### src/hdl/ooo_decode_pkg.sv
`default_nettype none

package ooo_decode_pkg;

  // Completion buffer geometry
  localparam int CB_DEPTH = 8;
  localparam int CB_IDX_W = $clog2(CB_DEPTH);

  typedef logic [31:0]         word_t;
  typedef logic [4:0]          reg_idx_t;
  typedef logic [CB_IDX_W-1:0] cb_idx_t;
  typedef logic [3:0]          alu_op_t;
  typedef logic [3:0]          byte_en_t;
  typedef logic [6:0]          opcode_t;

  // RV32I major opcodes
  localparam opcode_t OP_LUI     = 7'b0110111;
  localparam opcode_t OP_AUIPC   = 7'b0010111;
  localparam opcode_t OP_JAL     = 7'b1101111;
  localparam opcode_t OP_JALR    = 7'b1100111;
  localparam opcode_t OP_BRANCH  = 7'b1100011;
  localparam opcode_t OP_LOAD    = 7'b0000011;
  localparam opcode_t OP_STORE   = 7'b0100011;
  localparam opcode_t OP_IMM     = 7'b0010011;
  localparam opcode_t OP_REG     = 7'b0110011;
  localparam opcode_t OP_MISCMEM = 7'b0001111;
  localparam opcode_t OP_SYSTEM  = 7'b1110011;

  // ALU operations for the arithmetic unit
  localparam alu_op_t ALU_ADD  = 4'd0;
  localparam alu_op_t ALU_SUB  = 4'd1;
  localparam alu_op_t ALU_SLL  = 4'd2;
  localparam alu_op_t ALU_SLT  = 4'd3;
  localparam alu_op_t ALU_SLTU = 4'd4;
  localparam alu_op_t ALU_XOR  = 4'd5;
  localparam alu_op_t ALU_SRL  = 4'd6;
  localparam alu_op_t ALU_SRA  = 4'd7;
  localparam alu_op_t ALU_OR   = 4'd8;
  localparam alu_op_t ALU_AND  = 4'd9;

  typedef enum logic [1:0] {ARITH_S, LOADSTORE_S, MUL_S, DIV_S} sfu_type_t;
  typedef enum logic [1:0] {SRCA_RS1, SRCA_IMM_S, SRCA_PC} src_a_sel_t;
  typedef enum logic [1:0] {SRCB_RS1, SRCB_RS2, SRCB_IMM, SRCB_IMM_U} src_b_sel_t;
  typedef enum logic [1:0] {WSRC_NONE, WSRC_PC4, WSRC_IMM_U} w_src_t;

  typedef struct packed {
    word_t instr;
    word_t pc;
    word_t pc4;
  } fetch_decode_t;

  typedef struct packed {
    sfu_type_t  sfu_type;
    alu_op_t    alu_op;
    src_a_sel_t src_a_sel;
    src_b_sel_t src_b_sel;
    logic       imm_shamt_sel;
    w_src_t     w_src;
    logic       wen;
    reg_idx_t   rd;
    reg_idx_t   rs1;
    reg_idx_t   rs2;
    logic       uses_rs1;
    logic       uses_rs2;
    logic       jump;
    logic       j_sel;
    logic       ifence;
    logic       halt;
    logic       dren;
    logic       dwen;
    byte_en_t   byte_en;
    logic [1:0] mul_signed;
    logic       div_signed;
  } control_t;

  typedef struct packed {
    word_t imm_i;
    word_t imm_s;
    word_t imm_u;
    word_t imm_uj;
    word_t shamt;
  } imm_t;

  typedef struct packed {
    logic     en;
    reg_idx_t rd;
    word_t    data;
  } wb_t;

  typedef struct packed {
    logic       valid;
    sfu_type_t  sfu_type;
    alu_op_t    alu_op;
    word_t      port_a;
    word_t      port_b;
    reg_idx_t   rd;
    logic       wen;
    cb_idx_t    cb_index;
    w_src_t     w_src;
    word_t      reg_file_wdata;
    logic       jump;
    word_t      j_base;
    word_t      j_offset;
    logic       dren;
    logic       dwen;
    byte_en_t   byte_en;
    logic [1:0] mul_signed;
    logic       div_signed;
    logic       halt;
  } decode_execute_t;

endpackage

`default_nettype wire
### src/hdl/ooo_decode_top.sv
`timescale 1ns/10ps
`default_nettype none

module ooo_decode_top import ooo_decode_pkg::*; (
  input  logic            CLK,
  input  logic            nRST,
  input  logic            fetch_valid,
  input  fetch_decode_t   fetch,
  output logic            decode_ready,
  input  logic            ex_stall,
  input  logic            ex_flush,
  input  wb_t             wb,
  input  logic            iflush_done,
  input  logic            dflush_done,
  output logic            icache_flush,
  output logic            dcache_flush,
  output decode_execute_t de_out
);

  control_t ctrl;
  imm_t     imm;
  word_t    rs1_data;
  word_t    rs2_data;
  logic     rs1_busy;
  logic     rs2_busy;
  logic     issue;

  // Both decoders look at the raw instruction word
  control_unit u_control_unit (
    .instr (fetch.instr),
    .ctrl  (ctrl)
  );

  imm_gen u_imm_gen (
    .instr (fetch.instr),
    .imm   (imm)
  );

  reg_file u_reg_file (
    .CLK      (CLK),
    .nRST     (nRST),
    .rs1      (ctrl.rs1),
    .rs2      (ctrl.rs2),
    .rs1_data (rs1_data),
    .rs2_data (rs2_data),
    .rs1_busy (rs1_busy),
    .rs2_busy (rs2_busy),
    .issue    (issue),
    .issue_rd (ctrl.rd),
    .wb       (wb)
  );

  dispatch_latch u_dispatch_latch (
    .CLK          (CLK),
    .nRST         (nRST),
    .fetch_valid  (fetch_valid),
    .fetch        (fetch),
    .ctrl         (ctrl),
    .imm          (imm),
    .rs1_data     (rs1_data),
    .rs2_data     (rs2_data),
    .rs1_busy     (rs1_busy),
    .rs2_busy     (rs2_busy),
    .ex_stall     (ex_stall),
    .ex_flush     (ex_flush),
    .iflush_done  (iflush_done),
    .dflush_done  (dflush_done),
    .decode_ready (decode_ready),
    .issue        (issue),
    .icache_flush (icache_flush),
    .dcache_flush (dcache_flush),
    .de_out       (de_out)
  );

endmodule

`default_nettype wire

### src/hdl/dispatch_latch.sv
`timescale 1ns/10ps
`default_nettype none

module dispatch_latch import ooo_decode_pkg::*; (
  input  logic            CLK,
  input  logic            nRST,
  input  logic            fetch_valid,
  input  fetch_decode_t   fetch,
  input  control_t        ctrl,
  input  imm_t            imm,
  input  word_t           rs1_data,
  input  word_t           rs2_data,
  input  logic            rs1_busy,
  input  logic            rs2_busy,
  input  logic            ex_stall,
  input  logic            ex_flush,
  input  logic            iflush_done,
  input  logic            dflush_done,
  output logic            decode_ready,
  output logic            issue,
  output logic            icache_flush,
  output logic            dcache_flush,
  output decode_execute_t de_out
);

  logic            running;
  logic            hazard;
  logic            iflushed;
  logic            dflushed;
  logic            accept;
  logic            keep;
  logic            valid_q;
  cb_idx_t         cb_tail;
  word_t           port_a;
  word_t           port_b;
  word_t           imm_or_shamt;
  decode_execute_t de_next;
  decode_execute_t de_q;

  assign hazard = (ctrl.uses_rs1 & rs1_busy) | (ctrl.uses_rs2 & rs2_busy);

  assign decode_ready = running & ~hazard & iflushed & dflushed & ~ex_stall;
  assign accept       = fetch_valid & decode_ready;
  // Instruction survives into execute
  assign keep         = accept & ~ex_flush;
  assign issue        = keep & ctrl.wen;

  assign imm_or_shamt = ctrl.imm_shamt_sel ? imm.shamt : imm.imm_i;

  always_comb begin
    case (ctrl.src_a_sel)
      SRCA_RS1:   port_a = rs1_data;
      SRCA_IMM_S: port_a = imm.imm_s;
      SRCA_PC:    port_a = fetch.pc;
      default:    port_a = '0;
    endcase
    case (ctrl.src_b_sel)
      SRCB_RS1:   port_b = rs1_data;
      SRCB_RS2:   port_b = rs2_data;
      SRCB_IMM:   port_b = imm_or_shamt;
      default:    port_b = imm.imm_u;
    endcase
  end

  always_comb begin
    de_next                = '0;
    de_next.valid          = 1'b1;
    de_next.sfu_type       = ctrl.sfu_type;
    de_next.alu_op         = ctrl.alu_op;
    de_next.port_a         = port_a;
    de_next.port_b         = port_b;
    de_next.rd             = ctrl.rd;
    de_next.wen            = ctrl.wen;
    de_next.cb_index       = cb_tail;
    de_next.w_src          = ctrl.w_src;
    de_next.reg_file_wdata = (ctrl.w_src == WSRC_PC4)   ? fetch.pc4 :
                             (ctrl.w_src == WSRC_IMM_U) ? imm.imm_u : '0;
    de_next.jump           = ctrl.jump;
    // JAL jumps from pc, JALR from rs1
    de_next.j_base         = ctrl.j_sel ? fetch.pc : rs1_data;
    de_next.j_offset       = ctrl.j_sel ? imm.imm_uj : imm.imm_i;
    de_next.dren           = ctrl.dren;
    de_next.dwen           = ctrl.dwen;
    de_next.byte_en        = ctrl.byte_en;
    de_next.mul_signed     = ctrl.mul_signed;
    de_next.div_signed     = ctrl.div_signed;
    de_next.halt           = ctrl.halt;
  end

  always_ff @(posedge CLK, negedge nRST) begin
    if (!nRST) begin
      running      <= 1'b0;
      valid_q      <= 1'b0;
      cb_tail      <= '0;
      iflushed     <= 1'b1;
      dflushed     <= 1'b1;
      icache_flush <= 1'b0;
      dcache_flush <= 1'b0;
    end else begin
      running <= 1'b1;
      if (ex_flush) begin
        valid_q <= 1'b0;
      end else if (!ex_stall) begin
        valid_q <= accept;
      end
      // Slot allocated only for instructions that go to execute
      if (keep) begin
        cb_tail <= (cb_tail == cb_idx_t'(CB_DEPTH - 1)) ? '0 : cb_tail + 1'b1;
      end
      icache_flush <= keep & ctrl.ifence;
      dcache_flush <= keep & ctrl.ifence;
      // Fence waits for both caches, done pulses in any order
      if (keep && ctrl.ifence) begin
        iflushed <= 1'b0;
        dflushed <= 1'b0;
      end else begin
        if (iflush_done) iflushed <= 1'b1;
        if (dflush_done) dflushed <= 1'b1;
      end
    end
  end

  // Payload only, qualified by valid_q
  always_ff @(posedge CLK) begin
    if (accept) begin
      de_q <= de_next;
    end
  end

  always_comb begin
    de_out       = de_q;
    de_out.valid = valid_q;
  end

endmodule

`default_nettype wire

### src/hdl/reg_file.sv
`timescale 1ns/10ps
`default_nettype none

module reg_file import ooo_decode_pkg::*; (
  input  logic     CLK,
  input  logic     nRST,
  input  reg_idx_t rs1,
  input  reg_idx_t rs2,
  output word_t    rs1_data,
  output word_t    rs2_data,
  output logic     rs1_busy,
  output logic     rs2_busy,
  input  logic     issue,
  input  reg_idx_t issue_rd,
  input  wb_t      wb
);

  word_t       regs [32];
  logic [31:0] busy;

  // Register storage, x0 never written
  always_ff @(posedge CLK) begin
    if (wb.en && (wb.rd != '0)) begin
      regs[wb.rd] <= wb.data;
    end
  end

  // Scoreboard
  always_ff @(posedge CLK, negedge nRST) begin
    if (!nRST) begin
      busy <= '0;
    end else begin
      if (wb.en) begin
        busy[wb.rd] <= 1'b0;
      end
      // A newly issued producer wins over a retiring one
      if (issue && (issue_rd != '0)) begin
        busy[issue_rd] <= 1'b1;
      end
    end
  end

  // Asynchronous reads, no bypass from a same-cycle writeback
  assign rs1_data = (rs1 == '0) ? '0 : regs[rs1];
  assign rs2_data = (rs2 == '0) ? '0 : regs[rs2];

  assign rs1_busy = busy[rs1];
  assign rs2_busy = busy[rs2];

endmodule

`default_nettype wire

### src/hdl/imm_gen.sv
`timescale 1ns/10ps
`default_nettype none

module imm_gen import ooo_decode_pkg::*; (
  input  word_t instr,
  output imm_t  imm
);

  logic sign;

  // Every format comes from the same sign bit
  assign sign = instr[31];

  // I type, loads, OP-IMM and JALR
  assign imm.imm_i = {{20{sign}}, instr[31:20]};

  // S type, split around rd
  assign imm.imm_s = {{20{sign}}, instr[31:25], instr[11:7]};

  // U type, upper 20 bits
  assign imm.imm_u = {instr[31:12], 12'h000};

  // UJ type for JAL, always even
  assign imm.imm_uj = {
    {11{sign}},
    sign,
    instr[19:12],
    instr[20],
    instr[30:21],
    1'b0
  };

  // Shift amount is never sign-extended
  assign imm.shamt = {27'd0, instr[24:20]};

endmodule

`default_nettype wire

### src/hdl/control_unit.sv
`timescale 1ns/10ps
`default_nettype none

module control_unit import ooo_decode_pkg::*; (
  input  word_t    instr,
  output control_t ctrl
);

  opcode_t    opcode;
  logic [2:0] funct3;
  logic [6:0] funct7;
  logic       alt_op;
  byte_en_t   size_mask;

  assign opcode = instr[6:0];
  assign funct3 = instr[14:12];
  assign funct7 = instr[31:25];

  // Bit 30 picks SUB and SRA, but on OP-IMM only for the right shifts
  assign alt_op = funct7[5] & ((opcode == OP_REG) | (funct3 == 3'b101));

  // Byte lanes from the access size
  always_comb begin
    case (funct3[1:0])
      2'b00:   size_mask = 4'b0001;
      2'b01:   size_mask = 4'b0011;
      default: size_mask = 4'b1111;
    endcase
  end

  function automatic alu_op_t arith_op(input logic [2:0] f3, input logic alt);
    alu_op_t op;
    case (f3)
      3'b000:  op = alt ? ALU_SUB : ALU_ADD;
      3'b001:  op = ALU_SLL;
      3'b010:  op = ALU_SLT;
      3'b011:  op = ALU_SLTU;
      3'b100:  op = ALU_XOR;
      3'b101:  op = alt ? ALU_SRA : ALU_SRL;
      3'b110:  op = ALU_OR;
      default: op = ALU_AND;
    endcase
    return op;
  endfunction

  always_comb begin
    // Non-writing arithmetic no-op unless an opcode below says otherwise
    ctrl           = '0;
    ctrl.sfu_type  = ARITH_S;
    ctrl.alu_op    = ALU_ADD;
    ctrl.src_a_sel = SRCA_RS1;
    ctrl.src_b_sel = SRCB_RS2;
    ctrl.w_src     = WSRC_NONE;
    ctrl.rd        = instr[11:7];
    ctrl.rs1       = instr[19:15];
    ctrl.rs2       = instr[24:20];

    case (opcode)
      OP_LUI: begin
        ctrl.wen       = 1'b1;
        ctrl.src_b_sel = SRCB_IMM_U;
        ctrl.w_src     = WSRC_IMM_U;
      end
      OP_AUIPC: begin
        ctrl.wen       = 1'b1;
        ctrl.src_a_sel = SRCA_PC;
        ctrl.src_b_sel = SRCB_IMM_U;
      end
      OP_JAL: begin
        ctrl.wen   = 1'b1;
        ctrl.w_src = WSRC_PC4;
        ctrl.jump  = 1'b1;
        ctrl.j_sel = 1'b1;
      end
      OP_JALR: begin
        ctrl.wen      = 1'b1;
        ctrl.w_src    = WSRC_PC4;
        ctrl.jump     = 1'b1;
        ctrl.uses_rs1 = 1'b1;
      end
      OP_BRANCH: begin
        ctrl.alu_op   = ALU_SUB;
        ctrl.uses_rs1 = 1'b1;
        ctrl.uses_rs2 = 1'b1;
      end
      OP_LOAD, OP_STORE: begin
        // LSU gets funct3 for width and sign
        ctrl.sfu_type = LOADSTORE_S;
        ctrl.alu_op   = {1'b0, funct3};
        ctrl.byte_en  = size_mask;
        ctrl.uses_rs1 = 1'b1;
        if (opcode == OP_LOAD) begin
          ctrl.src_b_sel = SRCB_IMM;
          ctrl.dren      = 1'b1;
          ctrl.wen       = 1'b1;
        end else begin
          ctrl.src_a_sel = SRCA_IMM_S;
          ctrl.src_b_sel = SRCB_RS1;
          ctrl.dwen      = 1'b1;
          ctrl.uses_rs2  = 1'b1;
        end
      end
      OP_IMM: begin
        ctrl.alu_op        = arith_op(funct3, alt_op);
        ctrl.src_b_sel     = SRCB_IMM;
        ctrl.imm_shamt_sel = (funct3[1:0] == 2'b01);
        ctrl.wen           = 1'b1;
        ctrl.uses_rs1      = 1'b1;
      end
      OP_REG: begin
        ctrl.wen      = 1'b1;
        ctrl.uses_rs1 = 1'b1;
        ctrl.uses_rs2 = 1'b1;
        if (funct7 == 7'b0000001) begin
          ctrl.sfu_type   = funct3[2] ? DIV_S : MUL_S;
          ctrl.alu_op     = {1'b0, funct3};
          ctrl.mul_signed = {funct3[1:0] != 2'b11, ~funct3[1]};
          ctrl.div_signed = ~funct3[0];
        end else begin
          ctrl.alu_op = arith_op(funct3, alt_op);
        end
      end
      OP_MISCMEM: ctrl.ifence = (funct3 == 3'b001);
      OP_SYSTEM:  ctrl.halt   = (funct3 == 3'b000) && (instr[31:20] == 12'h000);
      default: ;
    endcase
  end

endmodule

`default_nettype wire

### config.mk
export PLATFORM = sky130hd
export DESIGN_NAME = ooo_decode_top
export DESIGN_NICKNAME = d
export VERILOG_FILES = /design/src/hdl/ooo_decode_pkg.sv /design/src/hdl/ooo_decode_top.sv /design/src/hdl/dispatch_latch.sv /design/src/hdl/reg_file.sv /design/src/hdl/imm_gen.sv /design/src/hdl/control_unit.sv
export SDC_FILE = /design/constraint.sdc
export NUM_CORES = 2
export LEC_CHECK = 0
export BUFFER_PORTS_ARGS = -buffer_cell sky130_fd_sc_hd__buf_2
export CORE_MARGIN = 2
export CORE_UTILIZATION = 45
export DETAILED_ROUTE_END_ITERATION = 10
export HOLD_SLACK_MARGIN = 0.15
export SYNTH_ARGS = -nofsm -noshare
export SYNTH_HDL_FRONTEND = slang
export SYNTH_SLANG_ARGS = --single-unit
### constraint.sdc
create_clock -name CLK -period 11.6 [get_ports CLK]
set_input_delay 1.74 -clock CLK [delete_from_list [all_inputs] [get_ports CLK]]
set_output_delay 1.74 -clock CLK [all_outputs]
set_load 0.01 [all_outputs]
# After elaboration in Yosys (flattened, before gate mapping)
# Memory sizes are Yosys's and may differ from the RTL's.
# Index checks and enable logic that the tools add are counted.
word_totals:
  n_memories: 1
  ramBits: 1024
  output_inout_bits: 192
  in_bits: 141
  reg_bits: 217
  wordCells: 158
mem_list:
  columns: ["memory", "words", "word_bits", "read_ports", "rd_ports_with_merged_regs", "write_ports", "line_no", "rtl"]
  rows:
  - ["u_reg_file.regs", 32, 32, 2, 0, 1, "reg_file.sv:18", "word_t regs [32];"]
classes:
  n_addsub: 1
  n_mux: 51
  order_cmp: 6
  bitwise_logic: 21
  reduce_logical: 24
  eq_ne: 28
op_table:
  columns: ["operator", "count"]
  rows:
  - ["$mux W32", 8]
  - ["$pmux W32 S3", 2]
  - ["$and A32 B32 Y32", 1]
  - ["$not A32 Y32", 1]
  - ["$or A32 B32 Y32", 1]
  - ["$eq A7 B7 Y1 const B", 4]
  - ["$pmux W4 S7", 1]
  - ["$lt A5 B6 Y1 const B", 4]
  - ["$mux W1", 23]
  - ["$eq A7 B6 Y1 const B", 3]
  - ["$mux W20", 1]
  - ["$pmux W4 S4", 1]
  - ["$eq A7 B5 Y1 const B", 2]
  - ["$eq A3 B3 Y1 const B", 4]
  - ["$logic_not A12 Y1", 1]
  - ["$pmux W2 S2", 3]
  - ["$reduce_or A6 Y1", 2]
  - ["$and A1 B1 Y1", 11]
  - ["$bmux W1 S5", 2]
  - ["$demux W1 S5", 2]
  - ["$ge A5 B1 Y1 const B", 2]
  - ["$logic_not A5 Y1", 2]
  - ["$reduce_bool A5 Y1", 2]
  - ["$eq A2 B1 Y1 const B", 4]
  - ["other kinds (23)", 44]

# Depth between registers and ports, before layout
logic_depth:
  ltp_word: 15
  mapped_depth: 11
  mapped_depth_nobuf: 8

# Cells and area by module
# From an unflattened synthesis, not the netlist that was laid out.
unflattened:
  cells_unflattened: 3495
  area_unflattened_um2: 60013.8
by_module_without_submodules:
  columns: ["module", "seq_area_each_um2", "cells_per_inst", "instances", "area_per_inst_um2"]
  rows:
  - ["reg_file", 31550.3, 2724, 1, 49167.2]
  - ["dispatch_latch", 5848.1, 516, 1, 9057.4]
  - ["imm_gen", 0.0, 161, 1, 1204.9]
  - ["control_unit", 0.0, 94, 1, 584.3]

# Least setup slack after synthesis
# Ideal clock, no wire load.
synth_timing:
  kind: "input -> register"
  start: "input port fetch[79] (netlist bit)"
  end: "register u_dispatch_latch.de_q, in the netlist u_dispatch_latch.de_out[0], enable pin"
  setup_slack_ns: 0.353
  t_required_ns: 10.884
  stages: 8
  arrival_ns: 10.531
  setup_ns: 0.716
  path_buffers: 2
  cell_sequence: "buf_6 mux4_2 mux2_2 nor4_2 a2111oi_1 a21o_4 buf_6 nor2_1"
synth_between:
  elab_chain_cells: 10
synth_rtl:
  columns: ["element", "line_no", "rtl"]
  rows:
  - ["from (decl)", "ooo_decode_top.sv:8", "input fetch_decode_t fetch,"]
  - ["$bmux W1 S5", "reg_file.sv:47", "assign rs1_busy = busy[rs1];"]
  - ["$mux W1 (not written as such)", "reg_file.sv:47", null]
  - ["$and A1 B1 Y1", "dispatch_latch.sv:40", "assign hazard = (ctrl.uses_rs1 & rs1_busy) | (ctrl.uses_rs2 & rs2_busy);"]
  - ["$or A1 B1 Y1", "dispatch_latch.sv:40", null]
  - ["$not A1 Y1", "dispatch_latch.sv:42", "assign decode_ready = running & ~hazard & iflushed & dflushed & ~ex_stall;"]
  - ["$and A1 B1 Y1 (4 in series)", "dispatch_latch.sv:42", null]
  - ["$and A1 B1 Y1", "dispatch_latch.sv:43", "assign accept = fetch_valid & decode_ready;"]
  - ["net u_dispatch_latch.accept", "dispatch_latch.sv:30", "logic accept;"]
  - ["to (signal assigned)", "dispatch_latch.sv:126", "de_q <= de_next;"]
  - ["to (decl)", "dispatch_latch.sv:38", "decode_execute_t de_q;"]
# The timed path passes the listed nets, and every way through them passes these cells. The select of a mux whose other input is x is not followed.
# A chain may end at the register's enable or synchronous reset.

# Worst setup path in the final report
layout_timing:
  start: "input port fetch[83] (netlist bit)"
  end: "output port decode_ready"
layout_between:
  elab_chain_cells: 9
layout_rtl:
  columns: ["element", "line_no", "rtl"]
  rows:
  - ["$bmux W1 S5", "reg_file.sv:47", null]
  - ["$mux W1 (not written as such)", "reg_file.sv:47", null]
  - ["$and A1 B1 Y1", "dispatch_latch.sv:40", null]
  - ["$or A1 B1 Y1", "dispatch_latch.sv:40", null]
  - ["$not A1 Y1", "dispatch_latch.sv:42", null]
  - ["$and A1 B1 Y1 (4 in series)", "dispatch_latch.sv:42", null]
  - ["to (decl)", "ooo_decode_top.sv:9", "output logic decode_ready,"]
# No other way between the ends. The select of a mux whose other input is x is not followed.

==> results.md <==
- Violated checks: max-capacitance violations, max-slew violations
- WL/cell: 37.51 µm
- Cell Area, Synth: 57180 µm²
- Final setup fails: 0
- CP max stage delay: 0.65 ns
- Hold-fix buffers, CTS: 0
- Vias in the first global route: 35060
- Worst Setup Start Kind: input port
- Clock sinks: 1239
- Layout cells sized above 1: 0.3503
- Clk buf depth: 3
- Synth Instances: 3011
- Register area: 37010 µm²
- Min-delay worst type: flip-flop to flip-flop
- DR pass1 iterations: 6
- Hold Crit Endpoint: u_dispatch_latch.de_out[110]
- DR DRC count: 0
- Finished Layout Cells: 5108
- Initial Util: 0.4542
- Critical path's slowest cell: a2111oi_1
- Worst slew pin tran: 1.556 ns
- Total GRT Usage: 0.2936
- Max_cap viols: 2
- VDD IR-drop max: 0.1173 mV
- Post-Syn Area per Cell: 18.99 µm²
- Maximum clock frequency: 154.2 MHz
- Area grow syn2layout: 13.66%
- Port Buffers: 332
- Root buf cell: clkbuf_16
- GP Congestion: 0.9334
- Worst EP required: 9.86 ns
- Via/cell ratio: 6.823
- Post-DP HPWL: 112300 µm
- First DRT Iteration DRCs: 4702
- R2R Path End: u_dispatch_latch.de_out[78]
- Via count: 34850
- Pin count of the biggest net entering global routing: 114
- Final worst path period share: 0.5590
- Final Max Tran Viols: 4
- Commonest non-fill, non-tap cell in the layout: edfxtp_1
- Post-CTS Setup Repair Bufs: 0
- EDFF count, synth: 1199
- Critical path fanouts, max: 33
- Hold Crit Depth: 0
- Die area: 129900 µm²
- Clock buffers created by TritonCTS: 132
- Fin. Hold Viols: 0
- Register clock-pin slew on the reported worst setup and hold paths: 0.06 ns
- Antenna-violating nets left: 0
- Multi-input combinational cell area: 19260 µm²
- Total global routing overflow: 0
- Layout net count: 3486
- H-tree Lvls: 4
- Critical Path, Cell by Cell: buf_2, inv_2, buf_4, nor4_1, a2111oi_1, a21o_4, inv_1, buf_2
- Hold Slack: 0.4910 ns
- Register area share after synthesis: 0.6472
- Die Y: 360.5 µm
- Core ar.: 125900 µm²
- FF-to-FF setup slack: 7.67 ns
- CTS resizes: 0
- CP endpoint kind: output pin
- Pwr/cell area: 155.9 nW/µm²
- Seq cells post-synth: 1239
- CP arrival: 4.74 ns
- Yosys cell types: 66
- Worst hold path startpoint: u_dispatch_latch.cb_tail[1]
- CTS tree: yes
- Clk_lat worst skew: 0.78 ns
- Clock skew: 0.02787 ns
- Placed cells: 4859
- Asr flop ratio synth: 0.03228
- Die W: 360.5 µm
- Std cell rows: 130
- Worst Reg-to-Reg Cells: 8
- Status: finished with violations
- Commonest cells after routing, fill and taps aside: edfxtp_1, mux4_2, buf_2, mux2i_1, clkbuf_16
- Fin crit period: 6.484 ns
- First-pass GRT wire length: 268100 µm
- Ys Warns: 0
- RSZ-0062 raised after global routing: false
- Worst slew margin: -0.04614
- # IOs: 333
- Setup TNS: 0 ns
- Initial antenna violation count: 23
- Kind of critical path: input port to output pin
- Cell mode on critical path: buf_2
- Worst r2r src: u_reg_file.busy[21]
- FILL cells: 10040
- Leak pwr: 21.78 nW
- WL final: 191600 µm
- Top FF cell, synth: edfxtp_1
- CP startpoint: fetch[83]
==> cell type report <==
| type | count | share of cell area |
|---|---|---|
| antenna | 10 | 0.0003850 |
| clock buffer | 172 | 0.05555 |
| clock inverter | 67 | 0.008643 |
| inverter | 23 | 0.001328 |
| multi-input combinational | 1530 | 0.2964 |
| sequential | 1239 | 0.5694 |
| tap | 1650 | 0.03176 |
| timing repair buffer | 417 | 0.03659 |
==> cells by family (layout without fill, tap and decap cells) <==
family                     after synthesis  in the layout  synth area share
and+or+nand+nor                        303            303           0.02575
DFF                                   1239           1239            0.6472
other                                    2             43         0.0001313
adders and majority gates                2              2         0.0004375
muxes                                  750            750            0.2461
buffers and inverters                  273            679           0.02378
AOI/OAI and AO/OA                      442            442           0.05667
==> metal layers <==
metal  up-vias  GRT usage  part of all wire
li1      13570          -                 -
met1     18540     0.3818              0.37
met2      2277     0.4674              0.48
met3       454    0.07696              0.11
met4        10     0.1295             0.046
met5         -          0           0.00042
==> critical path, delay by kind of cell <==
kind | cells | cell delay, ns
buffers and inverters | 5 | 1.74
AND/OR/NAND/NOR | 1 | 0.13
AO/OA/AOI/OAI | 2 | 1.08
==> worst max path at each step <==
stage,cells after the start,slack (ns),to
2_1_floorplan,8,0.35,u_dispatch_latch.de_out[0]
3_3_place_gp,8,5.11,decode_ready
3_5_place_dp,9,5.04,u_dispatch_latch.de_out[124]
4_1_cts,8,5.14,decode_ready
5_1_grt,8,5.05,decode_ready
6_report,8,5.12,decode_ready
==> per-stage QoR <==
stage	power, mW	util	setup WS (ns)	area (µm²)
after floorplan	5.717	-	0.3530	57300
after global placement	6.081	0.4829	5.110	60800
after detailed placement	6.102	0.4829	5.040	60800
after CTS	10.18	0.5161	5.142	64970
after global routing	10.41	0.5162	5.050	64990
final	10.13	0.5163	5.116	65000
==> power by group <==
part / internal, mW / switching, mW / leakage, nW
clock: 2.36 / 1.76 / 2.05
combinational: 0.366 / 0.576 / 8.26
sequential: 5.03 / 0.0512 / 11.5
total: 7.75 / 2.39 / 21.8
==> synth_stat cells, types with 27 or more instances <==
| cell | n | area (µm²) |
|---|---|---|
| a22oi_1 | 38 | 285.3 |
| a21oi_1 | 67 | 335.3 |
| buf_2 | 52 | 260.3 |
| edfxtp_1 | 1199 | 36000 |
| o221ai_1 | 51 | 446.7 |
| o21ai_0 | 72 | 360.4 |
| nor2_1 | 86 | 322.8 |
| buf_1 | 47 | 176.4 |
| mux4_2 | 522 | 11760 |
| buf_4 | 40 | 300.3 |
| clkbuf_1 | 95 | 356.6 |
| o22ai_1 | 28 | 175.2 |
| mux2i_1 | 214 | 2142 |
| dfrtp_1 | 38 | 950.9 |
| nand2_1 | 79 | 296.5 |
| o41ai_1 | 27 | 236.5 |
| a22o_1 | 49 | 429.2 |
==> flip-flops by register name, summed over array words and instances (netlist names) <==
name,count
u_dispatch_latch.cb_tail,3
u_dispatch_latch.iflushed,1
u_dispatch_latch.dflushed,1
u_reg_file.regs,1024
u_dispatch_latch.icache_flush,1
u_reg_file.busy,32
u_dispatch_latch.valid_q,1
u_dispatch_latch.running,1
u_dispatch_latch.de_out,175
Note: power is estimated with default switching activity, not from simulation.
